**config.mk**
```make
export PLATFORM = sky130hd
export DESIGN_NAME = loader_stager
export DESIGN_NICKNAME = d
export VERILOG_FILES = /design/src/nes_mem_pkg.sv /design/src/loader_stager.sv
export VERILOG_INCLUDE_DIRS = /design/src
export SDC_FILE = /design/constraint.sdc
export NUM_CORES = 1
export LEC_CHECK = 0
export ABC_AREA = 1
export ABC_CLOCK_PERIOD_IN_PS = 1600
export BUFFER_PORTS_ARGS = -buffer_cell sky130_fd_sc_hd__buf_2
export CAP_MARGIN = 20
export CORE_ASPECT_RATIO = 0.9
export CORE_MARGIN = 3
export CORE_UTILIZATION = 45
export CTS_CLUSTER_DIAMETER = 50
export DETAILED_ROUTE_END_ITERATION = 10
export PLACE_DENSITY = 0.89
export SYNTH_ARGS = -nofsm -noshare
export SYNTH_HDL_FRONTEND = slang
export SYNTH_SLANG_ARGS = --single-unit
```
**constraint.sdc**
```tcl
create_clock -name clk -period 1.6 [get_ports clk]
set_input_delay 0.32 -clock clk [delete_from_list [all_inputs] [get_ports clk]]
set_output_delay 0.32 -clock clk [all_outputs]
set_load 0.01 [all_outputs]
```
**src/nes_config.svh**
```systemverilog
// ********************
// Memory core config
// ********************
`ifndef NES_CONFIG_SVH
`define NES_CONFIG_SVH

// Bus widths
`define NES_ADDR_W          22
`define NES_DATA_W          8

// Only the low address bits reach the on-chip RAM
`define NES_RAM_AW          14

// Queue depth per requester, also its credit count
`define NES_PORT_CREDITS    2

// Save RAM window and SD sector geometry
`define NES_SAVE_BASE       8192
`define NES_SECTOR_BYTES    512
`define NES_SECTOR_AW       9

// Game reset hold after the download ends
`define NES_DL_RESET_CYCLES 255

`endif
```
**src/nes_mem_pkg.sv**
```systemverilog
// ********************
// Memory subsystem types
// ********************
`include "nes_config.svh"

package nes_mem_pkg;

	// One memory access, read or write
	typedef struct packed {
		logic [`NES_ADDR_W-1:0] addr;
		logic                   we;    // 1 = write
		logic [`NES_DATA_W-1:0] wdata;
	} mem_req_t;

	// Read return, valid for one cycle per read
	typedef struct packed {
		logic                   valid;
		logic [`NES_DATA_W-1:0] rdata;
	} mem_rsp_t;

	// Controller buttons as the host reports them
	typedef struct packed {
		logic right;
		logic left;
		logic down;
		logic up;
		logic a;
		logic b;
		logic select;
		logic start;
	} joy_buttons_t;

endpackage

```
**src/loader_stager.sv**
```systemverilog
// ********************
// Loader write stager
// ********************
`timescale 1ns/1ps
`include "nes_config.svh"

module loader_stager import nes_mem_pkg::*; (
	input  logic                   clk,
	input  logic                   reset_nes,
	input  logic                   downloading,
	input  logic                   load_wr,
	input  logic [`NES_ADDR_W-1:0] load_addr,
	input  logic [`NES_DATA_W-1:0] load_data,
	input  logic                   credit,
	input  mem_rsp_t               rsp,      // Loader only writes, stays idle
	output logic                   load_ready,
	output logic                   game_reset,
	output logic                   req_valid,
	output mem_req_t               req
);

	localparam int CRED_W = $clog2(`NES_PORT_CREDITS + 1);
	localparam int RST_W = $clog2(`NES_DL_RESET_CYCLES + 1);

	logic [CRED_W-1:0] cred;
	logic              pend_valid;
	mem_req_t          pend_req;
	logic [RST_W-1:0]  rst_cnt;

	assign load_ready = !pend_valid;
	assign req_valid = pend_valid && (cred != '0);
	assign req = pend_req;

	always_ff @(posedge clk) begin
		if (reset_nes) begin
			cred <= CRED_W'(`NES_PORT_CREDITS);
			pend_valid <= 1'b0;
		end else begin
			cred <= cred + CRED_W'(credit) - CRED_W'(req_valid);
			if (load_wr)
				pend_valid <= 1'b1;
			else if (req_valid)
				pend_valid <= 1'b0;  // Handed to the arbiter
		end
	end

	always_ff @(posedge clk) begin
		if (load_wr) begin
			pend_req.addr <= load_addr;
			pend_req.we <= 1'b1;
			pend_req.wdata <= load_data;
		end
	end

	// Post-download reset hold, paused while a write waits
	always_ff @(posedge clk) begin
		if (reset_nes)
			rst_cnt <= '0;
		else if (downloading)
			rst_cnt <= RST_W'(`NES_DL_RESET_CYCLES);
		else if (!pend_valid && rst_cnt != '0)
			rst_cnt <= rst_cnt - 1'b1;
	end

	assign game_reset = downloading || (rst_cnt != '0);

endmodule

```
# After elaboration in Yosys (flattened, before gate mapping)
# Index checks and enable logic that the tools add are counted.
[op_classes]
n_mux = 4
reduce_logical = 8
n_addsub = 3
[op_table]
columns = ["cell", "n"]
rows = [
  ["8-bit 2-to-1 mux", 2],
  ["8-bit nonzero test", 1],
  ["8-bit by 1-bit subtractor with 8-bit output (second input constant)", 1],
  ["2-bit nonzero test", 3],
  ["2-bit by 1-bit adder with 2-bit output", 1],
  ["1-bit logical AND", 2],
  ["1-bit 2-to-1 mux", 2],
  ["2-bit by 1-bit subtractor with 2-bit output", 1],
  ["1-bit logical NOT", 1],
  ["1-bit logical OR", 1],
]
[word_totals]
output_inout_bits = 34
regBits = 41
input_bits = 44
elab_cells = 20

# Depth between registers and ports, before layout
[depth]
depth_word = 4
mapped_depth = 8
depth_no_buf = 8

# Worst setup path after synthesis
# OpenSTA, ideal clock, no wires.
[synth_path]
path_kind = "reg-to-reg"
start = "register pend_valid"
end = "register cred[1]"
path_buffers = 0
required_ns = 1.477
slack_ns = -0.020
synth_period_minus_slack_ns = 1.620
t_arrival_ns = 1.496
setup_time_ns = 0.123
path_stages_with_launch = 8
cell_sequence = "dfxtp_1 -> inv_1 -> a21oi_1 -> ha_1 -> inv_1 -> ha_1 -> xor2_1 -> or2_2"
[synth_via]
elab_chain_cells = 2
[synth_lines]
columns = ["element", "line", "text"]
rows = [
  ["from (decl)", "loader_stager.sv:26", "logic pend_valid;"],
  ["from (signal assigned)", "loader_stager.sv:37", "pend_valid <= 1'b0;"],
  ["from (signal assigned)", "loader_stager.sv:41", "pend_valid <= 1'b1;"],
  ["from (signal assigned)", "loader_stager.sv:43", "pend_valid <= 1'b0;"],
  ["1-bit logical AND", "loader_stager.sv:31", "assign req_valid = pend_valid && (cred != '0);"],
  ["named net req_valid", "loader_stager.sv:18", "output logic req_valid,"],
  ["2-bit by 1-bit subtractor with 2-bit output", "loader_stager.sv:39", "cred <= cred + CRED_W'(credit) - CRED_W'(req_valid);"],
  ["to (signal assigned)", "loader_stager.sv:36", "cred <= CRED_W'(`NES_PORT_CREDITS);"],
  ["to (signal assigned)", "loader_stager.sv:39", ""],
  ["to (decl)", "loader_stager.sv:25", "logic [CRED_W-1:0] cred;"],
]
# The timed path passes the listed nets, and every way through them passes these cells.
# A chain may end at the register's enable or synchronous reset.

# Worst setup path in the final report
[layout_path]
start = "register rst_cnt[3]"
end = "output port game_reset"
[layout_via]
elab_chain_cells = 2
[layout_lines]
columns = ["element", "line", "text"]
rows = [
  ["from (decl)", "loader_stager.sv:28", "logic [RST_W-1:0] rst_cnt;"],
  ["from (signal assigned)", "loader_stager.sv:60", "rst_cnt <= RST_W'(`NES_DL_RESET_CYCLES);"],
  ["from (signal assigned)", "loader_stager.sv:62", "rst_cnt <= rst_cnt - 1'b1;"],
  ["8-bit nonzero test", "loader_stager.sv:65", "assign game_reset = downloading || (rst_cnt != '0);"],
  ["1-bit logical OR", "loader_stager.sv:65", ""],
  ["to (decl)", "loader_stager.sv:17", "output logic game_reset,"],
]
# Every way passes these cells.

==> results.json <==
{
  "status": "complete, no violations",
  "die_h_um": 62.4,
  "synth_flop_cell": "edfxtp_1",
  "crit_family": "simple AND/OR/NAND/NOR gates",
  "clk_pin_slew_ns": 0.08,
  "p_total_mw": 2.41,
  "clock_latency_ns": 0.29,
  "clock_skew_ns": 0.00243,
  "pwr-share-seq_pct": 54.3,
  "cellPowerDensity_nw_per_um2": 1130,
  "port_buffers": 67,
  "yosysWarnings": 0,
  "combPwrFrac_pct": 18.7,
  "max_freq_mhz": 639,
  "fp-row-count": 19,
  "grt_max_degree": 32,
  "p_leak_nw": 0.972,
  "ioPinCount": 78,
  "grt_pass1_wl_um": 4920,
  "cts_tree": "built",
  "path_class": "reg -> out",
  "antenna_found_initial": 0,
  "ys_ff_latch": 41,
  "maxCapViolations": 0,
  "synth.most_common_cell": "edfxtp_1",
  "cts_root_buf": "clkbuf_8",
  "async_flop_share_pct": 0,
  "finalCritPeriodShare_pct": 97.8,
  "htree_levels": 2,
  "drive_gt1_share_pct": 47.4,
  "synth_area_leaders": "edfxtp_1 57%, dfxtp_1 14%, nand2_1 6.4%, inv_1 3.3%, nand3_1 3.1%",
  "ant_nets": 0,
  "synth_common_cells": "30 x edfxtp_1, 27 x nand2_1, 14 x inv_1",
  "via_per_inst": 4.82,
  "worstPathRequired_ns": 1.28,
  "cts_max_path_buffers": 2,
  "netlist_area_um2": 1590,
  "drt-total-wl_um": 3350,
  "initial_core_util_pct": 49.6,
  "dr_total_vias": 1211,
  "crit_fanout": 5,
  "critPathLaunchType": "register",
  "die_w_um": 68.7,
  "maxSlewViolCount": 0,
  "route.detailed.drc": 0,
  "wire_per_inst_um": 13.3,
  "synth_top_cell_by_area": "edfxtp_1",
  "syn_area_per_cell_um2": 12.1,
  "peakVddDrop_mv": 0.519,
  "final-setup-viol-count": 0,
  "die-area_um2": 4290,
  "crit_path_cell_trace": "nor2_4 -> nand2_2 -> nor2_4 -> nand2_1 -> buf_2",
  "cp_slowest_cell": "dfxtp_2",
  "max_stage_delay_ns": 0.36,
  "netSwitchingFraction_pct": 27.3,
  "synth_top_cell_area_share_pct": 56.6,
  "grt_overflow": 0,
  "critical_path.most_common_cell": "nor2_4",
  "crit_arrival_ns": 1.24,
  "nets": 255,
  "diodes": 0,
  "grtUsageTotal_pct": 15.4,
  "area_delta_synth_final_pct": 33.9,
  "synth.distinct_cells": 25,
  "grt_pass1_vias": 1072,
  "hold_ws_ns": 0.201,
  "synth_nets": 179,
  "ys_seq_area_share_pct": 70.4,
  "core_area_um2": 3210,
  "cts_num_sinks": 41,
  "hold_class": "in -> reg",
  "drtIter0Drc": 72,
  "gp_congestion": 0.763,
  "hold_viol_final": 0,
  "synth_edf_count": 30,
  "numCtsBuffers": 5,
  "p_int_mw": 1.75,
  "min_period_ns": 1.56,
  "clockPowerShare_pct": 27.0,
  "dp_hpwl_um": 2510,
  "drt_pre_antenna_iters": 4,
  "switchingPower_uw": 657,
  "fin_setup_tns_ns": 0,
  "synthCells": 132,
  "rsz0062_at_grt": "true",
  "worstPathBufferInverterCount": 1,
  "end_kind": "output port"
}
## cell type report
type,instances,area [um2]
sequential,41,1120
clock buffer,5,68.8
multi-input combinational,74,435
timing repair buffer,71,378
clock inverter,3,17.5
tap,42,52.6
inverter,15,56.3
fill,244,1080
## metrics by stage
| step | instances | worst slack (ns) | cell area (um2) | utilization (%) |
|---|---|---|---|---|
| final | 251 | 0.0358 | 2130 | 66.5 |
| after global routing | 251 | -0.0271 | 2130 | 66.5 |
| after CTS | 250 | 0.00329 | 2120 | 66.2 |
| after detailed placement | 241 | 0.0918 | 2000 | 62.3 |
| after global placement | 241 | 0.129 | 2000 | 62.3 |
| after floorplan | 132 | 0.0706 | 1600 | - |
## cell families (layout without fill, tap and decap cells)
logic type	after synthesis	after routing	synth area share, %
adder cells (fa/ha/maj)	3	3	2.36
XOR/XNOR	2	2	1.10
buffers and inverters	17	94	4.24
AO/OA/AOI/OAI	14	14	5.19
other	1	1	0.235
flip-flops	41	41	70.4
AND/OR/NAND/NOR	54	54	16.5
## flip-flops by register name, indices dropped and copies added (netlist names)
name	flops
cred	2
rst_cnt	8
pend_valid	1
req	30
## power groups by stage
stage	clock (mW)	combinational (mW)	sequential (mW)
after global placement	0	0.415	1.32
after global routing	0.728	0.509	1.32
after detailed placement	0	0.431	1.32
final	0.649	0.451	1.31
after floorplan	0	0.230	1.35
after CTS	0.665	0.453	1.31
## metal layers
metal / up-vias / share of wire [%] / track usage, %
met4: 0 / 1.3 / 5.11
li1: 594 / - / -
met2: 57 / 46 / 25.1
met1: 554 / 39 / 17.6
met3: 6 / 13 / 7.01
met5: - / 0 / 0
## worst paths after layout
path / cells after the start / end / slack [ns] / from
max: 5 / game_reset / 0.04 / rst_cnt[3]$_SDFFE_PP0P_
max reg2reg: 7 / cred[1]$_SDFF_PP1_ / 0.11 / pend_valid$_SDFFE_PP0P_
min reg2reg: 2 / rst_cnt[7]$_SDFFE_PP0P_ / 0.49 / rst_cnt[7]$_SDFFE_PP0P_
min: 1 / req[29]$_DFFE_PP_ / 0.20 / load_addr[20]
## placed cells by master, fill, tap and decap left out, types with 2 or more instances in the layout
cell      Yosys  routed
inv_2         1       4
o21ai_0       2       2
nand2_1      27      27
nor2_1        7       6
nor2_2        2       2
a21oi_2       2       3
clkbuf_8      0       5
buf_2         0      67
dfxtp_1      11       8
nand3_1      10      10
dfxtp_2       0       3
buf_4         1       3
xor2_1        2       2
a21oi_1       8       7
ha_1          3       2
edfxtp_1     30      30
inv_1        14      11
nor2_4        1       2
nand2_2       2       2
## repair_timing
| item | 4_1_cts | 5_1_grt |
|---|---|---|
| setup endpoints to repair | 1 | 2 |
| resized for setup | 8 | 3 |
| pin swaps | 0 | 3 |
| hold buffers | 0 | 0 |
| buffers inserted | 1 | 1 |
No activity file was read; power rests on OpenSTA's default activity.
