### src/nes_config.svh
// ********************
// Memory core config
// ********************
`ifndef NES_CONFIG_SVH
`define NES_CONFIG_SVH

// Bus widths
`define NES_ADDR_W          22
`define NES_DATA_W          8

// Only the low address bits reach the on-chip RAM
`define NES_RAM_AW          14

// Queue depth per requester, also its credit count
`define NES_PORT_CREDITS    2

// Save RAM window and SD sector geometry
`define NES_SAVE_BASE       8192
`define NES_SECTOR_BYTES    512
`define NES_SECTOR_AW       9

// Game reset hold after the download ends
`define NES_DL_RESET_CYCLES 255

`endif
### src/nes_mem_pkg.sv
// ********************
// Memory subsystem types
// ********************
`include "nes_config.svh"

package nes_mem_pkg;

	// One memory access, read or write
	typedef struct packed {
		logic [`NES_ADDR_W-1:0] addr;
		logic                   we;    // 1 = write
		logic [`NES_DATA_W-1:0] wdata;
	} mem_req_t;

	// Read return, valid for one cycle per read
	typedef struct packed {
		logic                   valid;
		logic [`NES_DATA_W-1:0] rdata;
	} mem_rsp_t;

	// Controller buttons as the host reports them
	typedef struct packed {
		logic right;
		logic left;
		logic down;
		logic up;
		logic a;
		logic b;
		logic select;
		logic start;
	} joy_buttons_t;

endpackage

### src/backup_sector_engine.sv
// ********************
// Save RAM sector engine
// ********************
`timescale 1ns/1ps
`include "nes_config.svh"

module backup_sector_engine import nes_mem_pkg::*; (
	input  logic                     clk,
	input  logic                     reset_nes,
	input  logic                     downloading,
	input  logic                     img_mounted,
	input  logic [31:0]              img_size,
	input  logic                     save_req,
	input  logic                     sd_ack,
	input  logic [`NES_SECTOR_AW-1:0] sd_buff_addr,
	input  logic                     sd_buff_wr,
	input  logic [`NES_DATA_W-1:0]   sd_buff_dout,
	input  logic                     sd_buff_rd,
	input  logic                     credit,
	input  mem_rsp_t                 rsp,
	output logic                     sd_rd,
	output logic                     sd_wr,
	output logic [31:0]              sd_lba,
	output logic [`NES_DATA_W-1:0]   sd_buff_din,
	output logic                     sd_buff_din_valid,
	output logic                     sd_buff_ready,
	output logic                     req_valid,
	output mem_req_t                 req
);

	localparam int CRED_W = $clog2(`NES_PORT_CREDITS + 1);
	localparam int SECT_W = 32 - `NES_SECTOR_AW;

	logic                   bk_ena;     // Save RAM image present
	logic                   busy;
	logic                   loading;    // 1 = SD to memory
	logic [SECT_W-1:0]      sav_sectors;
	logic                   sd_ack_d;
	logic                   save_req_d;
	logic                   downloading_d;
	logic                   size_ok;
	logic                   start_load;
	logic                   start_save;

	logic [CRED_W-1:0]      cred;
	logic                   pend_valid;  // Byte waiting for credit
	logic                   rd_wait;     // Save byte waiting for its data
	mem_req_t               pend_req;
	logic [`NES_ADDR_W-1:0] byte_addr;

	assign size_ok = (img_size != '0) && (img_size[`NES_SECTOR_AW-1:0] == '0);
	assign start_load = img_mounted && size_ok && !busy;
	assign start_save = save_req && !save_req_d && bk_ena && !busy && !img_mounted;

	always_ff @(posedge clk) begin
		if (reset_nes) begin
			bk_ena <= 1'b0;
			busy <= 1'b0;
			loading <= 1'b0;
			sav_sectors <= '0;
			sd_rd <= 1'b0;
			sd_wr <= 1'b0;
			sd_lba <= '0;
			sd_ack_d <= 1'b0;
			save_req_d <= 1'b0;
			downloading_d <= 1'b0;
		end else begin
			sd_ack_d <= sd_ack;
			save_req_d <= save_req;
			downloading_d <= downloading;

			if (img_mounted && size_ok) begin
				bk_ena <= 1'b1;
				sav_sectors <= img_size[31:`NES_SECTOR_AW];
			end else if (img_mounted && img_size == '0) begin
				bk_ena <= 1'b0;
			end
			if (downloading && !downloading_d)
				bk_ena <= 1'b0;          // New game, old save no longer valid

			if (sd_ack && !sd_ack_d) begin
				sd_rd <= 1'b0;
				sd_wr <= 1'b0;
			end

			if (start_load || start_save) begin
				busy <= 1'b1;
				loading <= start_load;
				sd_lba <= '0;
				sd_rd <= start_load;
				sd_wr <= start_save;
			end else if (busy && sd_ack_d && !sd_ack) begin
				if (sd_lba == 32'(sav_sectors) - 32'd1) begin
					busy <= 1'b0;        // Last sector done
				end else begin
					sd_lba <= sd_lba + 32'd1;
					sd_rd <= loading;
					sd_wr <= !loading;
				end
			end
		end
	end

	// Sector byte to memory address
	assign byte_addr = `NES_ADDR_W'(`NES_SAVE_BASE)
		+ `NES_ADDR_W'(sd_lba * `NES_SECTOR_BYTES)
		+ `NES_ADDR_W'(sd_buff_addr);

	assign sd_buff_ready = !pend_valid && !rd_wait;
	assign req_valid = pend_valid && (cred != '0);
	assign req = pend_req;

	always_ff @(posedge clk) begin
		if (reset_nes) begin
			cred <= CRED_W'(`NES_PORT_CREDITS);
			pend_valid <= 1'b0;
			rd_wait <= 1'b0;
			sd_buff_din_valid <= 1'b0;
		end else begin
			cred <= cred + CRED_W'(credit) - CRED_W'(req_valid);
			if (sd_buff_wr || sd_buff_rd)
				pend_valid <= 1'b1;
			else if (req_valid)
				pend_valid <= 1'b0;
			if (sd_buff_rd)
				rd_wait <= 1'b1;
			else if (rsp.valid)
				rd_wait <= 1'b0;
			sd_buff_din_valid <= rsp.valid;
		end
	end

	always_ff @(posedge clk) begin
		if (sd_buff_wr || sd_buff_rd) begin
			pend_req.addr <= byte_addr;
			pend_req.we <= sd_buff_wr;
			pend_req.wdata <= sd_buff_dout;
		end
		if (rsp.valid)
			sd_buff_din <= rsp.rdata;  // Save byte back to the SD buffer
	end

endmodule

### config.mk
export PLATFORM = sky130hd
export DESIGN_NAME = backup_sector_engine
export DESIGN_NICKNAME = d
export VERILOG_FILES = /design/src/nes_mem_pkg.sv /design/src/backup_sector_engine.sv
export VERILOG_INCLUDE_DIRS = /design/src
export SDC_FILE = /design/constraint.sdc
export NUM_CORES = 1
export LEC_CHECK = 0
export BUFFER_PORTS_ARGS = -buffer_cell sky130_fd_sc_hd__buf_2
export CAP_MARGIN = 40
export CORE_MARGIN = 2
export CORE_UTILIZATION = 45
export DETAILED_ROUTE_END_ITERATION = 10
export GPL_TIMING_DRIVEN = 0
export PLACE_DENSITY_LB_ADDON = 0.2
export REMOVE_ABC_BUFFERS = 1
export SLEW_MARGIN = 20
export SYNTH_ARGS = -nofsm -noshare
export SYNTH_HDL_FRONTEND = slang
export SYNTH_SLANG_ARGS = --single-unit
### constraint.sdc
create_clock -name clk -period 6.9 [get_ports clk]
set_input_delay 1.38 -clock clk [delete_from_list [all_inputs] [get_ports clk]]
set_output_delay 1.38 -clock clk [all_outputs]
set_load 0.02 [all_outputs]
-- Word level (Yosys, flattened, before mapping)
Index checks and enable logic that the tools add are counted.
- flip-flop bits (word level): 107
- input port bits: 67
- output and inout port bits: 76
- word-level logic and storage cells: 81
- add/sub/neg operators: 6
- equality and inequality tests: 1
- mux-type cells: 17
- bitwise gates (word level): 1
- reduce and logical (&&, ||, !) cells: 38
- operator list (cell ; number):
    $add A32 B1 Y32 const B ; 1
    $eq A32 B32 Y1 ; 1
    $logic_not A32 Y1 ; 1
    $reduce_bool A32 Y1 ; 1
    $sub A23 B1 Y24 const B ; 1
    $add A14 B22 Y22 const A ; 1
    $add A22 B9 Y22 ; 1
    $mux W1 ; 17
    $logic_and A1 B1 Y1 ; 14
    $reduce_bool A2 Y1 ; 6
    $logic_not A1 Y1 ; 9
    $logic_not A9 Y1 ; 1
    $reduce_and A2 Y1 ; 2
    $reduce_or A2 Y1 ; 2
    $add A2 B1 Y2 ; 1
    $logic_or A1 B1 Y1 ; 2
    $sub A2 B1 Y2 ; 1
    $not A1 Y1 ; 1

-- Depth between registers and ports, before layout
- word-level depth: 8
- gate-level depth with buffers: 13
- mapped depth without buffers: 11

-- Least setup slack after synthesis
No wires, ideal clock.
- path kind: input to register
- start: in img_size[20]
- end: reg sd_lba[9]
- setup time: 0.060 ns
- data arrival time: 3.450 ns
- required time: 6.840 ns
- setup slack: 3.390 ns
- stages on the path: 7
- buffers on the path: 0
- cell sequence: nor4_1 > nand4_1 > o21ai_1 > nor2_1 > or3_1 > or4_2 > nand2_1
- longest elaborated chain between the ends: 6
- ends and longest elaborated chain (element ; line ; RTL):
    from (decl) ; backup_sector_engine.sv:12 ; input logic [31:0] img_size,
    $reduce_bool A32 Y1 ; backup_sector_engine.sv:51 ; assign size_ok = (img_size != '0) && (img_size[`NES_SECTOR_AW-1:0] == '0);
    $logic_and A1 B1 Y1 ; backup_sector_engine.sv:51 ;
    $logic_and A1 B1 Y1 (2 in a row) ; backup_sector_engine.sv:52 ; assign start_load = img_mounted && size_ok && !busy;
    $logic_or A1 B1 Y1 ; backup_sector_engine.sv:86 ; if (start_load || start_save) begin
    $reduce_or A2 Y1 (no line) ; -- ;
    to (signal assigned) ; backup_sector_engine.sv:96 ; sd_lba <= sd_lba + 32'd1;
    to (decl) ; backup_sector_engine.sv:23 ; output logic [31:0] sd_lba,
Every way passes these cells.
A chain may end at the register's enable or synchronous reset.

-- Final worst setup path
Ends and elaborated chain as after synthesis.

==> results.toml <==
[sta]
max_freq_mhz = 246
fin_hold_ws_ps = 467
max_slew_margin_pct = 42.6
clock_skew_ps = 8.41
fin_crit_sh_pct = 58.8
worst_pin_slew_ps = 855
rsz0062_at_grt = "false"
hold_viol_final = 0
fin_crit_ps = 4060
drv_slew = 0
setup_tns_ps = 0
setup_viol = 0

[synth]
synth_area_leaders = "dfxtp_1, edfxtp_1, mux2i_1, xnor2_1, nor2_1"
ys_types = 59
yosysSeqAreaShare_pct = 48.4
yosysWarnings = 0
async_flop_share_pct = 0
synth_area_mm2 = 0.00523
yosysTopAreaCellShare_pct = 26.0
syn_inst = 517
synth_edf_count = 39
synth-main-ff-cell = "dfxtp_1"
synth_seq_cells = 107
syn_avg_cell_area_um2 = 10.1
yosysTopAreaCell = "dfxtp_1"

[worst_setup_path]
crit_start = "img_size[20]"
crit_required_ps = 7180
r2r_start = "sav_sectors[0]$_SDFFE_PP0P_"
r2r.worst_path.cells = 11
cp_max_fo = 30
endpoint_kind = "flip-flop"
cp-endpoint = "sd_lba[9]$_SDFFE_PP0P_"
cp.arrival_ps = 4340
r2r-end = "sd_lba[15]$_SDFFE_PP0P_"
path_class = "in2reg"
cp-start-kind = "input pin"
r2r_slack_ps = 3070

[finish]
layout.nets = 720
area_delta_synth_final_pct = 20.5
drive_gt1_share_pct = 30.5
fillCellCount = 1014
layout_common_cells = "buf_2, dfxtp_1, nor2_1, edfxtp_1"
diodes = 0
final_common_cell = "buf_2"

[route]
wire_per_inst_um = 15.5
drc = 0
dr_total_vias = 4363
routed_wl_um = 12400
ant_nets = 0
first_pass_iters = 6
drtIter0Drc = 249
viasPerCell = 5.48

[clock_network]
clkSinkCount = 107
cts-resized-gates = 0
post_cts_buffers = 0
cts_tree = "built"
clk_pin_slew_ps = 70
clkLatencyLatePin_ps = 340
cts_buffer_depth = 2
cts-root-buf = "clkbuf_16"
cts_made_buffers = 9
holdBufCountCts = 0
h-tree-depth = 3

[grt]
first_global_vias = 4007
antenna_found_initial = 0
grt_pass1_wl_um = 19900
grt_max_degree = 43
grt_overflow = 0
gr-usage-all-layers_pct = 19.5

[pwr]
cellLeakagePower_nw = 2.77
pwr_density_cell_mw_per_mm2 = 202
power.total_mw = 1.28
ir_worst_vdd_mv = 0.131

[floorplan]
die_w_um = 112
dieArea_mm2 = 0.0125
fp.dieH_um = 112
start_util_pct = 46.0
rows = 39
io_pins = 143
design.core.area_mm2 = 0.0114

[hold_path]
min_path_type = "reg2reg"
hp-start = "downloading_d$_SDFF_PP0_"

[place]
dp_hpwl_um = 9350
io_buffers = 142
gp_congestion = 0.855

[flow_run]
max_cap_violations = 0

[run_status]
outcome = "finished, final reports clean"
## through the flow
stage	setup slack, ps	utilization [%]	area, µm²	cells
2_1_floorplan	1700	-	5090	494
3_3_place_gp	601	52.6	5980	779
3_5_place_dp	2470	53.0	6020	780
4_1_cts	2820	55.5	6310	796
5_1_grt	2700	55.5	6310	796
6_report	2840	55.5	6310	796
## critical path: stages
cell     delay [ps]
buf_2           110
nor4_1          350
nand4_1         240
o21ai_4         490
nor2_1          170
or3_2           800
or4_2           710
nand2_1          80
## area by class of cell
type                       count  area, µm²  share of cell area, %
clock buffer                   9        225                   3.57
clock inverter                 7       60.1                  0.952
inverter                      15       56.3                  0.893
multi-input combinational    372       2510                   39.9
sequential                   107       2530                   40.2
tap                          143        179                   2.84
timing repair buffer         143        738                   11.7
## cells in the mapped netlist, types with 14 or more instances
library cell	count
mux2i_1	32
edfxtp_1	39
dfxtp_1	68
nand3_1	21
a21oi_1	14
clkbuf_1	14
nor2_1	59
nand2_1	32
xnor2_1	28
xor2_1	20
inv_1	15
nand4_1	14
or3_1	17
## cells by family after synthesis
group           share of synthesized area (%)
fa+ha+maj                                1.20
buf+inv                                  3.78
compound gates                           8.44
xor+xnor                                 8.03
mux                                      6.34
flops                                    48.4
simple gates                             23.8
## state kept, by name (all words and copies together) (netlist names)
name / cells
save_req_d: 1
sav_sectors: 23
rd_wait: 1
cred: 2
sd_ack_d: 1
bk_ena: 1
loading: 1
pend_valid: 1
downloading_d: 1
req: 31
sd_buff_din_valid: 1
sd_buff_din: 8
sd_rd: 1
busy: 1
sd_wr: 1
sd_lba: 32
## worst min-delay path by stage
stage,to,slack (ps),cells past startpoint
floorplan,bk_ena$_SDFFE_PP0P_,430,2
global placement,bk_ena$_SDFFE_PP0P_,440,2
detailed placement,bk_ena$_SDFFE_PP0P_,460,2
CTS,bk_ena$_SDFFE_PP0P_,470,2
global route,bk_ena$_SDFFE_PP0P_,510,2
finish,bk_ena$_SDFFE_PP0P_,470,2
## per-layer routing
layer | wire length, µm | track usage [%] | vias up | part of all wire (%)
met5 | 0 | 0 | - | 0
met4 | 213 | 6.75 | 0 | 1.7
li1 | - | - | 2126 | -
met1 | 5520 | 25.8 | 2056 | 45
met3 | 748 | 3.27 | 17 | 6.0
met2 | 5890 | 32.4 | 164 | 48
## power by group
part | internal (mW) | switching (mW) | leakage (nW)
Sequential | 0.677 | 0.00736 | 0.953
Combinational | 0.0397 | 0.0615 | 1.68
Clock | 0.251 | 0.240 | 0.136
Total | 0.968 | 0.309 | 2.77
Power figures use the tool's default switching activity.
