**src/nes_config.svh**
```systemverilog
// ********************
// Memory core config
// ********************
`ifndef NES_CONFIG_SVH
`define NES_CONFIG_SVH

// Bus widths
`define NES_ADDR_W          22
`define NES_DATA_W          8

// Only the low address bits reach the on-chip RAM
`define NES_RAM_AW          14

// Queue depth per requester, also its credit count
`define NES_PORT_CREDITS    2

// Save RAM window and SD sector geometry
`define NES_SAVE_BASE       8192
`define NES_SECTOR_BYTES    512
`define NES_SECTOR_AW       9

// Game reset hold after the download ends
`define NES_DL_RESET_CYCLES 255

`endif
```
**src/nes_mem_pkg.sv**
```systemverilog
// ********************
// Memory subsystem types
// ********************
`include "nes_config.svh"

package nes_mem_pkg;

	// One memory access, read or write
	typedef struct packed {
		logic [`NES_ADDR_W-1:0] addr;
		logic                   we;    // 1 = write
		logic [`NES_DATA_W-1:0] wdata;
	} mem_req_t;

	// Read return, valid for one cycle per read
	typedef struct packed {
		logic                   valid;
		logic [`NES_DATA_W-1:0] rdata;
	} mem_rsp_t;

	// Controller buttons as the host reports them
	typedef struct packed {
		logic right;
		logic left;
		logic down;
		logic up;
		logic a;
		logic b;
		logic select;
		logic start;
	} joy_buttons_t;

endpackage

```
**src/joypad_serializer.sv**
```systemverilog
// ********************
// Controller ports
// ********************
`timescale 1ns/1ps
`include "nes_config.svh"

module joypad_serializer import nes_mem_pkg::*; (
	input  logic         clk,
	input  logic         reset_nes,
	input  logic         joypad_strobe,
	input  logic [1:0]   joypad_clock,
	input  joy_buttons_t joy_a,
	input  joy_buttons_t joy_b,
	input  logic         joy_swap,
	output logic         joypad1_bit,
	output logic         joypad2_bit
);

	logic [7:0] shreg [2];
	logic [7:0] load_val [2];
	logic [1:0] clock_d;

	// NES order, A leaves first from bit 0
	function automatic logic [7:0] nes_order(input joy_buttons_t btn);
		return {btn.right, btn.left, btn.down, btn.up,
			btn.start, btn.select, btn.b, btn.a};
	endfunction

	always_comb begin
		load_val[0] = nes_order(joy_swap ? joy_b : joy_a);
		load_val[1] = nes_order(joy_swap ? joy_a : joy_b);
	end

	always_ff @(posedge clk) begin
		if (reset_nes) begin
			shreg[0] <= '0;
			shreg[1] <= '0;
			clock_d <= '0;
		end else begin
			for (int i = 0; i < 2; i++) begin
				if (joypad_strobe)
					shreg[i] <= load_val[i];           // Continuous reload
				else if (clock_d[i] && !joypad_clock[i])
					shreg[i] <= {1'b0, shreg[i][7:1]}; // Zeros fill in behind
			end
			clock_d <= joypad_clock;
		end
	end

	assign joypad1_bit = shreg[0][0];
	assign joypad2_bit = shreg[1][0];

endmodule

```
**config.mk**
```make
export PLATFORM = sky130hd
export DESIGN_NAME = joypad_serializer
export DESIGN_NICKNAME = d
export VERILOG_FILES = /design/src/nes_mem_pkg.sv /design/src/joypad_serializer.sv
export VERILOG_INCLUDE_DIRS = /design/src
export SDC_FILE = /design/constraint.sdc
export NUM_CORES = 1
export LEC_CHECK = 0
export BUFFER_PORTS_ARGS = -buffer_cell sky130_fd_sc_hd__buf_2
export CAP_MARGIN = 20
export CORE_MARGIN = 2
export CORE_UTILIZATION = 35
export CTS_CLUSTER_SIZE = 8
export DETAILED_ROUTE_END_ITERATION = 8
export PLACE_DENSITY = 0.53
export SLEW_MARGIN = 25
export SYNTH_ARGS = -nofsm -noshare
export SYNTH_HDL_FRONTEND = slang
export SYNTH_SLANG_ARGS = --single-unit
```
**constraint.sdc**
```tcl
create_clock -name clk -period 1.8 [get_ports clk]
set_input_delay 0.09 -clock clk [delete_from_list [all_inputs] [get_ports clk]]
set_output_delay 0.09 -clock clk [all_outputs]
set_load 0.1 [all_outputs]
```
After elaboration in Yosys (flattened, before gate mapping)
Memory sizes are Yosys's and may differ from the RTL's.
Index checks and enable logic that the tools add are counted.
- $lt $le $gt $ge: 0
- multiply operators: 0
- equal/unequal tests: 0
- divide/modulo/power cells: 0
- bitwise logic cells: 4
- $add $sub $neg: 0
- reductions and logical operators: 4
- multiplexer cells: 19
- shift-type cells: 0
- operators by type and width (operator ; count):
    8-bit two-way mux ; 6
    1-bit two-way mux ; 13
    1-bit OR ; 4
    1-bit logical AND ; 2
    1-bit zero test ; 2
- RAM bits: 16
- input bits: 22
- bits in latches: 0
- logic and storage cells: 29
- memory bits (read-only): 0
- memories: 1
- bits in registers: 2
- output and inout port bits: 2
- memory list (name ; words ; width ; read ports ; clocked after memory_dff ; wr ports ; RTL line ; RTL):
    shreg ; 2 ; 8 ; 2 ; 0 ; 2 ; joypad_serializer.sv:19 ; logic [7:0] shreg [2];

Longest topological paths before layout
Gate-level depths: netlist (run 1).
- depth after elaboration: 7
- depth in mapped cells: 4

Worst setup path after synthesis (run 1)
No wires, ideal clock.
- path type: register -> register
- start: reg clock_d[0]
- end: mem shreg[0][0] (enable)
- path slack: 0.454 ns
- buffers on the path: 0
- period minus slack after synthesis: 1.346 ns
- data arrival time: 0.962 ns
- stages on the path, launching flop included: 3
- data required time: 1.416 ns
- cell sequence: dfxtp_1 -> inv_1 -> o21ai_0
- RTL lines (element ; RTL line ; RTL):
    start: declaration ; joypad_serializer.sv:21 ; logic [1:0] clock_d;
    start signal: assignment ; joypad_serializer.sv:46 ; clock_d <= joypad_clock;
    end: declaration ; joypad_serializer.sv:19 ;

==> summary.txt, run 1 <==
CTS
  • CTS HTree Levels: 1
  • Total CTS buffers: 3
  • PostCTS Resize Cnt: 0
  • CTS tree: built
  • CTS max path bufs: 2
  • CTS Hold Bufs: 0
  • Root buf cell: clkbuf_4
  • Setup repair bufs after CTS: 0
  • # clock sinks: 18
  • Worst-path clk slew: 100 ps
  • Clk_lat worst skew: 290 ps

Critical path
  • CP required: 1710 ps
  • CP Launch Type: register
  • Critical path buffer and inverter count: 1
  • Crit end category: output pin
  • CP max-delay cell: buf_2
  • Worst path max stage delay: 410 ps
  • CP top delay family: buffers and inverters
  • Worst EP arrival: 1030 ps
  • Crit Path Class: reg2out
  • Max FO, Critical Path: 1
  • CP Cell Sequence: buf_2

STA
  • Post-layout minimum cycle time: 1120 ps
  • Fmax: 891 MHz
  • RSZ-0062 raised after global routing: no
  • Final worst setup slack: 678 ps
  • Final critical-path share of the clock period: 62.3%
  • Max-slew violations: 0
  • Setup Skew: 0.646 ps
  • Setup TNS: 0 ps
  • Slew Limit Headroom: 68.4%
  • Slew @ Worst Pin: 472 ps
  • Final hold violation count: 0
  • Setup violations, final: 0

Placement
  • I/O Buffers: 23
  • Post-Place Cell Area: 0.00107 mm²
  • Pre-CTS WS: 693 ps
  • RePlAce Congestion: 0.723

Layout
  • Diodes inserted: 0
  • Fillers: 239
  • Non-Filler Cell Area, Final: 0.00110 mm²
  • Final Net Count: 113
  • Area grow syn2layout: 18.5%
  • Post-layout util: 43.8%
  • Most frequent cells in the layout: buf_2, mux2i_1, edfxtp_1
  • Proportion of layout cells with a drive suffix above 1: 34.4%
  • Commonest non-fill, non-tap cell in the layout: buf_2

Yosys
  • Yosys cell types: 13
  • Mapped cell area: 925 µm²
  • Post-synthesis sequential element count: 18
  • Syn Area/Cell: 14.4 µm²
  • Synth warnings: 0
  • Post-Syn Instances: 64
  • Net Count, Synth: 86
  • Sequential share of the synthesized area: 55.2%

Die
  • Core Area: 0.00250 mm²
  • I/O pins: 24
  • Die area: 0.00307 mm²
  • Row cnt: 18
  • Die span in x: 55.4 µm
  • Die height: 55.4 µm
  • Initial Util: 37.0%

Power and ir drop
  • Power share of the combinational group: 16.2%
  • Pwr Density: 765 mW/mm²
  • Sw power: 0.215 mW
  • P_int: 0.624 mW
  • Switching share of power: 25.7%
  • P_leak: 0.454 nW
  • VDD IR max: 449 µV
  • Total power: 0.839 mW
  • Sequential share of power: 59.0%
  • Clock power frac: 24.9%

GRT
  • Largest net degree at the start of global routing: 17
  • Met3 Use GR: 2.11%
  • Gr ovfl total: 0
  • Vias in the first global route: 636
  • Initial antenna violation count: 0
  • First-pass GRT wire length: 2790 µm
  • Met1 Track Usage GR: 16.2%
  • GR Util All Layers: 11.9%
  • GR peak layer: met2
  • Met2 usage: 18.0%

Drt
  • Post-DRT Antenna Nets: 0
  • Drt drc: 0
  • DRT iter0 DRCs: 6
  • Routed length per placed instance: 13.5 µm
  • Detailed-router iteration count before antenna repair: 3
  • Routed vias: 625
  • Average vias per placed instance: 5.21
  • Detailed Route WL: 1620 µm

Status
  • Status: completed

Job
  • Max-cap violations: 0

Min path
  • HP Class: in2reg
==> metal layers <==
layer | vias to the layer above | part of all wire (%)
li1 | 312 | -
met1 | 291 | 47
met2 | 20 | 47
met3 | 2 | 5.0
met4 | 0 | 0.92
met5 | - | 0
==> sequential cells by signal, indices dropped and copies added (netlist names) <==
name     cells
clock_d      2
shreg       16
==> power by group through the flow <==
| stage | Sequential [mW] | Clock (mW) | Combinational [mW] |
|---|---|---|---|
| final | 0.495 | 0.209 | 0.136 |
| after global routing | 0.499 | 0.232 | 0.150 |
| after CTS | 0.495 | 0.215 | 0.138 |
| after detailed placement | 0.504 | 0 | 0.138 |
| after global placement | 0.506 | 0 | 0.137 |
| after floorplan | 0.530 | 0 | 0.0609 |
==> area by class of cell <==
class | instances | area [µm²] | area share [%]
well taps | 30 | 37.5 | 3.42
flip-flops and latches | 18 | 510 | 46.6
clock buffers | 4 | 26.3 | 2.40
repair buffers | 25 | 130 | 11.9
multi-input cells | 41 | 384 | 35.0
inverters | 2 | 7.51 | 0.685
==> final timing paths <==
path / slack (ps) / cells past startpoint / start / end
max reg2reg: 720 / 2 / clock_d[1]$_SDFF_PP0_ / shreg[1][1]$_DFFE_PP_
max: 680 / 1 / shreg[1][0]$_DFFE_PP_ / joypad2_bit
min: 60 / 2 / joypad_clock[1] / clock_d[1]$_SDFF_PP0_
min reg2reg: 530 / 1 / shreg[0][1]$_SDFFCE_PN0P_ / shreg[0][0]$_SDFFCE_PN0P_
==> cells in the mapped netlist <==
library cell | n | area (µm²)
o21ai_0 | 2 | 10.0
nor2_1 | 2 | 7.51
a211oi_1 | 1 | 7.51
nor4b_4 | 2 | 47.6
dfxtp_1 | 3 | 60.1
inv_1 | 2 | 7.51
o21bai_1 | 1 | 7.51
edfxtp_1 | 15 | 450
nand2b_2 | 1 | 8.76
o2bb2ai_1 | 14 | 123
buf_4 | 3 | 22.5
nor2b_1 | 2 | 12.5
mux2i_1 | 16 | 160
==> kinds of logic after synthesis <==
logic type	Yosys count	synth area share, %
flops	18	55.2
buf+inv	5	3.25
mux	16	17.3
simple gates	7	8.26
compound gates	18	16.0
==> through the flow <==
| stage | hold slack (ps) | std cells |
|---|---|---|
| floorplan | 162 | 64 |
| global placement | 366 | 116 |
| detailed placement | 369 | 116 |
| CTS | 61.2 | 120 |
| global route | 81.5 | 120 |
| finish | 64.7 | 120 |
Power figures use the tool's default switching activity.
==> run 2: changes to the inputs <==
--- a/config.mk
+++ b/config.mk
@@ -12,7 +12,7 @@
 export CORE_UTILIZATION = 35
 export CTS_CLUSTER_SIZE = 8
 export DETAILED_ROUTE_END_ITERATION = 8
-export PLACE_DENSITY = 0.53
+export PLACE_DENSITY = 0.55
 export SLEW_MARGIN = 25
 export SYNTH_ARGS = -nofsm -noshare
 export SYNTH_HDL_FRONTEND = slang
==> constraint.sdc (replaced) <==
create_clock -name clk -period 1 [get_ports clk]
set_input_delay 0.05 -clock clk [delete_from_list [all_inputs] [get_ports clk]]
set_output_delay 0.05 -clock clk [all_outputs]
set_load 0.1 [all_outputs]
==> summary.txt, run 2 (same netlist as run 1, synthesis figures left out) <==
CTS
  • CTS tree: built
  • Total CTS buffers: 3 (unchanged)
  • Worst-path clk slew: 100 ps (about the same)
  • # clock sinks: 18 (unchanged)
  • CTS Hold Bufs: 0 (unchanged)
  • Clk_lat worst skew: 280 ps (about the same)
  • Root buf cell: clkbuf_4
  • CTS max path bufs: 2 (unchanged)
  • CTS HTree Levels: 1 (unchanged)

Critical path
  • Worst path max stage delay: 330 ps (-80 ps)
  • Critical path startpoint: clock_d[0]$_SDFF_PP0_
  • Crit Path Class: reg2reg
  • CP Launch Type: register
  • Reg2Reg Launch Point: clock_d[0]$_SDFF_PP0_
  • Worst EP arrival: 1030 ps (about the same)
  • CP Capture Point: shreg[0][1]$_SDFFCE_PN0P_
  • Reg2reg path depth: 3 (+1)
  • Crit end category: register
  • CP required: 1030 ps (-680 ps)
  • Max FO, Critical Path: 7 (+6)
  • CP Cell Sequence: nor4b_4, buf_4, o2bb2ai_1
  • R2r endpoint: shreg[0][1]$_SDFFCE_PN0P_
  • CP max-delay cell: dfxtp_2
  • R2R setup slack: -0.02 ps (-720 ps)

Layout
  • Non-Filler Cell Area, Final: 0.00123 mm² (+13%)
  • Proportion of layout cells with a drive suffix above 1: 48.9% (+14 points)
  • Max reg flops: 16 (unchanged)
  • Commonest non-fill, non-tap cell in the layout: buf_2
  • Final Net Count: 117 (+3.5%)
  • Area grow syn2layout: 33.6%
  • Most frequent cells in the layout: buf_2, mux2i_1, edfxtp_1
  • Diodes inserted: 0 (unchanged)
  • Largest Register: shreg
  • Top Registers: shreg x16, clock_d x2
  • Post-route insts no fill: 124 (+3.3%)

Min path
  • Hold Path Origin: reset_nes
  • HP Class: in2reg

Drt
  • DRT iter0 DRCs: 9 (+3)
  • Detailed Route WL: 1710 µm (+5.2%)
  • Detailed-router iteration count before antenna repair: 2 (-1)
  • Post-DRT Antenna Nets: 0 (unchanged)
  • Average vias per placed instance: 5.27 (+1.3%)
  • Drt drc: 0 (unchanged)
  • Routed length per placed instance: 13.8 µm (+1.8%)
  • Routed vias: 654 (+4.6%)

Power and ir drop
  • P_int: 1.16 mW (+87%)
  • Switching share of power: 25.5% (-0.18 points)
  • Power share of the combinational group: 19.2% (+3.0 points)
  • Pwr Density: 1270 mW/mm² (+65%)
  • VDD IR max: 920 µV (+100%)
  • Sequential share of power: 57.8% (-1.2 points)
  • Sw power: 0.398 mW (+85%)
  • P_leak: 0.508 nW (+12%)
  • Clock power frac: 23.0% (-1.9 points)

GRT
  • First-pass GRT wire length: 2740 µm (-1.7%)
  • Initial antenna violation count: 0 (unchanged)
  • Vias in the first global route: 638 (+0.31%)
  • Met2 usage: 18.5% (+0.51 points)
  • GR peak layer: met2
  • Met3 Use GR: 2.58% (+0.47 points)
  • Gr ovfl total: 0 (unchanged)
  • Largest net degree at the start of global routing: 16 (-1)
  • GR Util All Layers: 11.7% (-0.22 points)
  • Met1 Track Usage GR: 14.3% (-1.8 points)

STA
  • Setup violations, final: 1 (+1)
  • Final hold violation count: 0 (unchanged)
  • Fmax: 1000 MHz
  • Final critical-path share of the clock period: 100%
  • Max-slew violations: 0 (unchanged)
  • Final worst setup slack: -0.0236 ps (-678 ps)
  • RSZ-0062 raised after global routing: yes
  • Post-layout minimum cycle time: 1000 ps
  • Slew @ Worst Pin: 387 ps (-85.2 ps)
  • Setup Skew: 0.148 ps (-0.498 ps)
  • Slew Limit Headroom: 74.2% (+5.8 points)

Placement
  • Post-DP HPWL: 1350 µm
  • Post-Place Cell Area: 0.00115 mm² (+7.5%)
  • I/O Buffers: 23 (unchanged)
  • Placed Instances: 120 (+3.4%)
  • RePlAce Congestion: 0.777 (+7.4%)

Status
  • Status: finished with violations
  • Failing checks: negative setup slack

Die
  • Die area: 0.00307 mm² (unchanged)
  • Initial Util: 37.0% (unchanged)
  • Die height: 55.4 µm (unchanged)
  • I/O pins: 24 (unchanged)
  • Core Area: 0.00250 mm² (unchanged)
  • Row cnt: 18 (unchanged)
  • Die span in x: 55.4 µm (unchanged)

Job
  • Max-cap violations: 0 (unchanged)
-- run 2: power groups by stage --
stage	clock (mW)	combinational (mW)	sequential, mW
final	0.359	0.300	0.903
after global routing	0.395	0.323	0.909
after global placement	0	0.285	0.911
after detailed placement	0	0.287	0.912
after CTS	0.373	0.296	0.898
after floorplan	0	0.113	0.954
-- run 2: worst min path at each step --
stage                                  to  slack [ps]  cells past startpoint
floorplan           clock_d[0]$_SDFF_PP0_         120                      1
detailed placement  clock_d[1]$_SDFF_PP0_         350                      2
CTS                 clock_d[1]$_SDFF_PP0_          50                      2
global route        clock_d[0]$_SDFF_PP0_          50                      2
global placement    clock_d[1]$_SDFF_PP0_         340                      2
finish              clock_d[0]$_SDFF_PP0_          50                      2
-- run 2: stage by stage --
stage / power [mW] / setup slack [ps] / utilization [%] / hold slack, ps / setup TNS (ps)
detailed placement: 1.20 / -71.4 / 46.0 / 352 / -894
global route: 1.63 / -29.3 / 49.4 / 50.2 / -256
global placement: 1.20 / -26.7 / 46.0 / 341 / -212
floorplan: 1.07 / 37.7 / - / 122 / 0
finish: 1.56 / -0.0236 / 49.4 / 47.9 / -0.0236
CTS: 1.57 / 11.0 / 47.9 / 46.4 / 0
-- run 2: final cells by class --
type,instances,area (µm²)
clock buffer,4,26.3
fill,244,1260
inverter,2,7.51
multi-input combinational,41,444
sequential,18,513
tap,30,37.5
timing repair buffer,29,206
-- run 2: timing repair --
item	in CTS	in global routing
pin swaps	0	1
endpoints found under the hold margin	0	0
setup buffers	1	0
setup endpoints to repair	16	22
resized for setup	4	8
-- run 2: routing by layer --
metal / share of wire [%] / wire length (µm) / vias up
li1: - / - / 319
met1: 47 / 805 / 305
met2: 44 / 744 / 26
met3: 7.1 / 122 / 4
met4: 2.2 / 37 / 0
met5: 0 / 0 / -
-- run 2: worst max-delay path, delay by kind of cell (launching register included) --
family | cells | cell delay [ps]
AOI/OAI and AO/OA | 1 | 130
and+or+nand+nor | 1 | 120
DFF | 1 | 330
buffers and inverters | 1 | 160
==> run 3: changes to the inputs <==
--- a/config.mk
+++ b/config.mk
@@ -6,13 +6,14 @@
 export SDC_FILE = /design/constraint.sdc
 export NUM_CORES = 1
 export LEC_CHECK = 0
-export BUFFER_PORTS_ARGS = -buffer_cell sky130_fd_sc_hd__buf_2
+export ABC_AREA = 1
 export CAP_MARGIN = 20
 export CORE_MARGIN = 2
 export CORE_UTILIZATION = 35
 export CTS_CLUSTER_SIZE = 8
 export DETAILED_ROUTE_END_ITERATION = 8
-export PLACE_DENSITY = 0.55
+export DONT_BUFFER_PORTS = 1
+export PLACE_DENSITY = 0.47
 export SLEW_MARGIN = 25
 export SYNTH_ARGS = -nofsm -noshare
 export SYNTH_HDL_FRONTEND = slang
==> summary.txt, run 3 <==
Status
  • Status: completed

Critical path
  • Crit end category: output pin
  • CP Cell Sequence: buf_12
  • Worst EP arrival: 910 ps (-120 ps)
  • CP max-delay cell: edfxtp_1
  • Max FO, Critical Path: 1 (-6)
  • Worst path max stage delay: 430 ps (+100 ps)
  • CP required: 950 ps (-80 ps)
  • CP top delay family: flip-flops
  • CP Launch Type: register
  • Critical path buffer and inverter count: 1 (unchanged)
  • Crit Path Class: reg2out

Placement
  • Post-DP HPWL: 1760 µm (+31%)
  • Placed Instances: 144 (+20%)
  • RePlAce Congestion: 0.720 (-7.3%)
  • I/O Buffers: 0 (-100%)

Layout
  • Top Registers: shreg x16, clock_d x2
  • Post-route insts no fill: 157 (+27%)
  • Proportion of layout cells with a drive suffix above 1: 28.6% (-20 points)
  • Largest Register: shreg
  • Fillers: 270 (+11%)
  • Max reg flops: 16 (unchanged)
  • Area grow syn2layout: 18.4%
  • Most frequent cells in the layout: nor2_1, o21ai_2, nand2_1, edfxtp_1, inv_1
  • Diodes inserted: 0 (unchanged)
  • Final Net Count: 149 (+27%)
  • Commonest non-fill, non-tap cell in the layout: nor2_1

Yosys
  • Largest area contributor in the netlist: edfxtp_1
  • Area contributors post-synth: edfxtp_1, o21ai_2, nand2_1
  • Mapped cell area: 0.00104 mm² (+13%)
  • Ys flop type: edfxtp_1
  • Syn Area/Cell: 9.29 µm² (-36%)
  • Post-synthesis sequential element count: 18 (unchanged)
  • Yosys cell types: 20 (+7)
  • Post-synth EDFFs: 15 (unchanged)
  • Post-Syn Instances: 112 (+75%)
  • Synth async-reset ratio: 0% (unchanged)
  • Synth top cells by count: nand2_1, nor2_1, edfxtp_1, o21ai_2, inv_1
  • Sequential share of the synthesized area: 49.0% (-6.2 points)
  • Yosys top cell area share: 43.3% (-5.4 points)
  • Synth warnings: 0 (unchanged)
  • Net Count, Synth: 134 (+56%)
  • Most frequent cell after synthesis: nand2_1

Drt
  • Drt drc: 0 (unchanged)
  • Detailed Route WL: 2320 µm (+36%)
  • Post-DRT Antenna Nets: 0 (unchanged)
  • Routed vias: 824 (+26%)
  • Average vias per placed instance: 5.25 (-0.49%)
  • Routed length per placed instance: 14.8 µm (+7.2%)
  • DRT iter0 DRCs: 8 (-1)
  • Detailed-router iteration count before antenna repair: 4 (+2)

STA
  • Setup Skew: 0.689 ps (+0.542 ps)
  • Final hold violation count: 0 (unchanged)
  • Max-slew violations: 0 (unchanged)
  • Min Hold Slack: 2.82 ps (-45.1 ps)
  • Final critical-path share of the clock period: 96.0% (-4.0 points)
  • Setup violations, final: 0 (-1)
  • Fmax: 1040 MHz (+4.2%)
  • RSZ-0062 raised after global routing: yes
  • Slew @ Worst Pin: 386 ps (-0.438 ps)
  • Post-layout minimum cycle time: 960 ps (-40.4 ps)
  • Slew Limit Headroom: 74.2% (about the same)

CTS
  • Worst-path clk slew: 110 ps (about the same)
  • CTS max path bufs: 2 (unchanged)
  • CTS HTree Levels: 1 (unchanged)
  • # clock sinks: 18 (unchanged)
  • Clk_lat worst skew: 280 ps (about the same)
  • CTS tree: built
  • Total CTS buffers: 3 (unchanged)
  • Root buf cell: clkbuf_4

GRT
  • Initial antenna violation count: 0 (unchanged)
  • Gr ovfl total: 0 (unchanged)
  • First-pass GRT wire length: 3970 µm (+45%)
  • Largest net degree at the start of global routing: 18 (+2)
  • GR Util All Layers: 15.4% (+3.7 points)
  • Vias in the first global route: 832 (+30%)

Die
  • Die height: 58.5 µm (+5.7%)
  • Core Area: 0.00278 mm² (+11%)
  • Die area: 0.00343 mm² (+12%)
  • Row cnt: 19 (+1)
  • Initial Util: 37.4% (+0.44 points)
  • Die span in x: 58.5 µm (+5.7%)
  • I/O pins: 24 (unchanged)

Job
  • Max-cap violations: 0 (unchanged)

Power and ir drop
  • Pwr Density: 1250 mW/mm² (-0.83%)
  • Total power: 1.55 mW (-1.0%)
  • VDD IR max: 719 µV (-22%)
  • P_leak: 0.485 nW (-4.6%)

Min path
  • HP Class: in2reg
-- run 3: stage by stage --
step	setup TNS, ps	setup WS [ps]	instance area, µm²	util (%)
2_1_floorplan	0	44.9	1040	-
3_3_place_gp	0	37.4	1100	39.7
3_5_place_dp	-11.3	-1.70	1100	39.7
4_1_cts	0	21.0	1210	43.6
5_1_grt	-12.6	-12.6	1230	44.3
6_report	0	40.4	1230	44.3
-- run 3: timing repair --
action | CTS | global route
pin swaps | 0 | 1
gates resized for setup | 1 | 5
hold endpoints to repair | 7 | 0
endpoints found under the setup margin | 7 | 17
setup buffers | 0 | 1
hold buffers | 8 | 0
-- run 3: report_power, final --
part	leakage, nW	switching [mW]	internal, mW
Combinational	0.278	0.166	0.110
Sequential	0.192	0.0221	0.877
Clock	0.0150	0.216	0.155
-- run 3: path summary, 6_finish.rpt --
path                                  start                         to  slack, ps  depth (start not counted)
setup reg to reg      clock_d[0]$_SDFF_PP0_  shreg[0][3]$_SDFFCE_PN0P_         50                          5
setup / recovery  shreg[0][0]$_SDFFCE_PN0P_                joypad1_bit         40                          1
hold reg to reg    shreg[1][7]$_SDFFE_PP0P_   shreg[1][7]$_SDFFE_PP0P_        490                          2
hold / removal                     joy_swap  shreg[0][7]$_SDFFCE_PP0P_          3                          2
-- run 3: routing by layer --
layer / routed length (µm) / GRT usage [%] / vias up
met5: 0 / 0 / -
met4: 25 / 3.99 / 0
met3: 194 / 4.40 / 4
met2: 1030 / 23.6 / 23
met1: 1070 / 21.4 / 387
li1: - / - / 410
-- run 3: layout make-up --
class	count	area, µm²	area share [%]
sequential	18	512	41.5
inverter	13	48.8	3.96
tap	31	38.8	3.15
clock buffer	4	26.3	2.13
timing repair buffer	16	169	13.7
multi-input combinational	75	438	35.5
-- run 3: logic make-up after synthesis --
group | Yosys count | share of synthesized area (%)
AND/OR/NAND/NOR | 45 | 20.1
flip-flops | 18 | 49.0
buffers and inverters | 19 | 10.1
AO/OA/AOI/OAI | 30 | 20.8
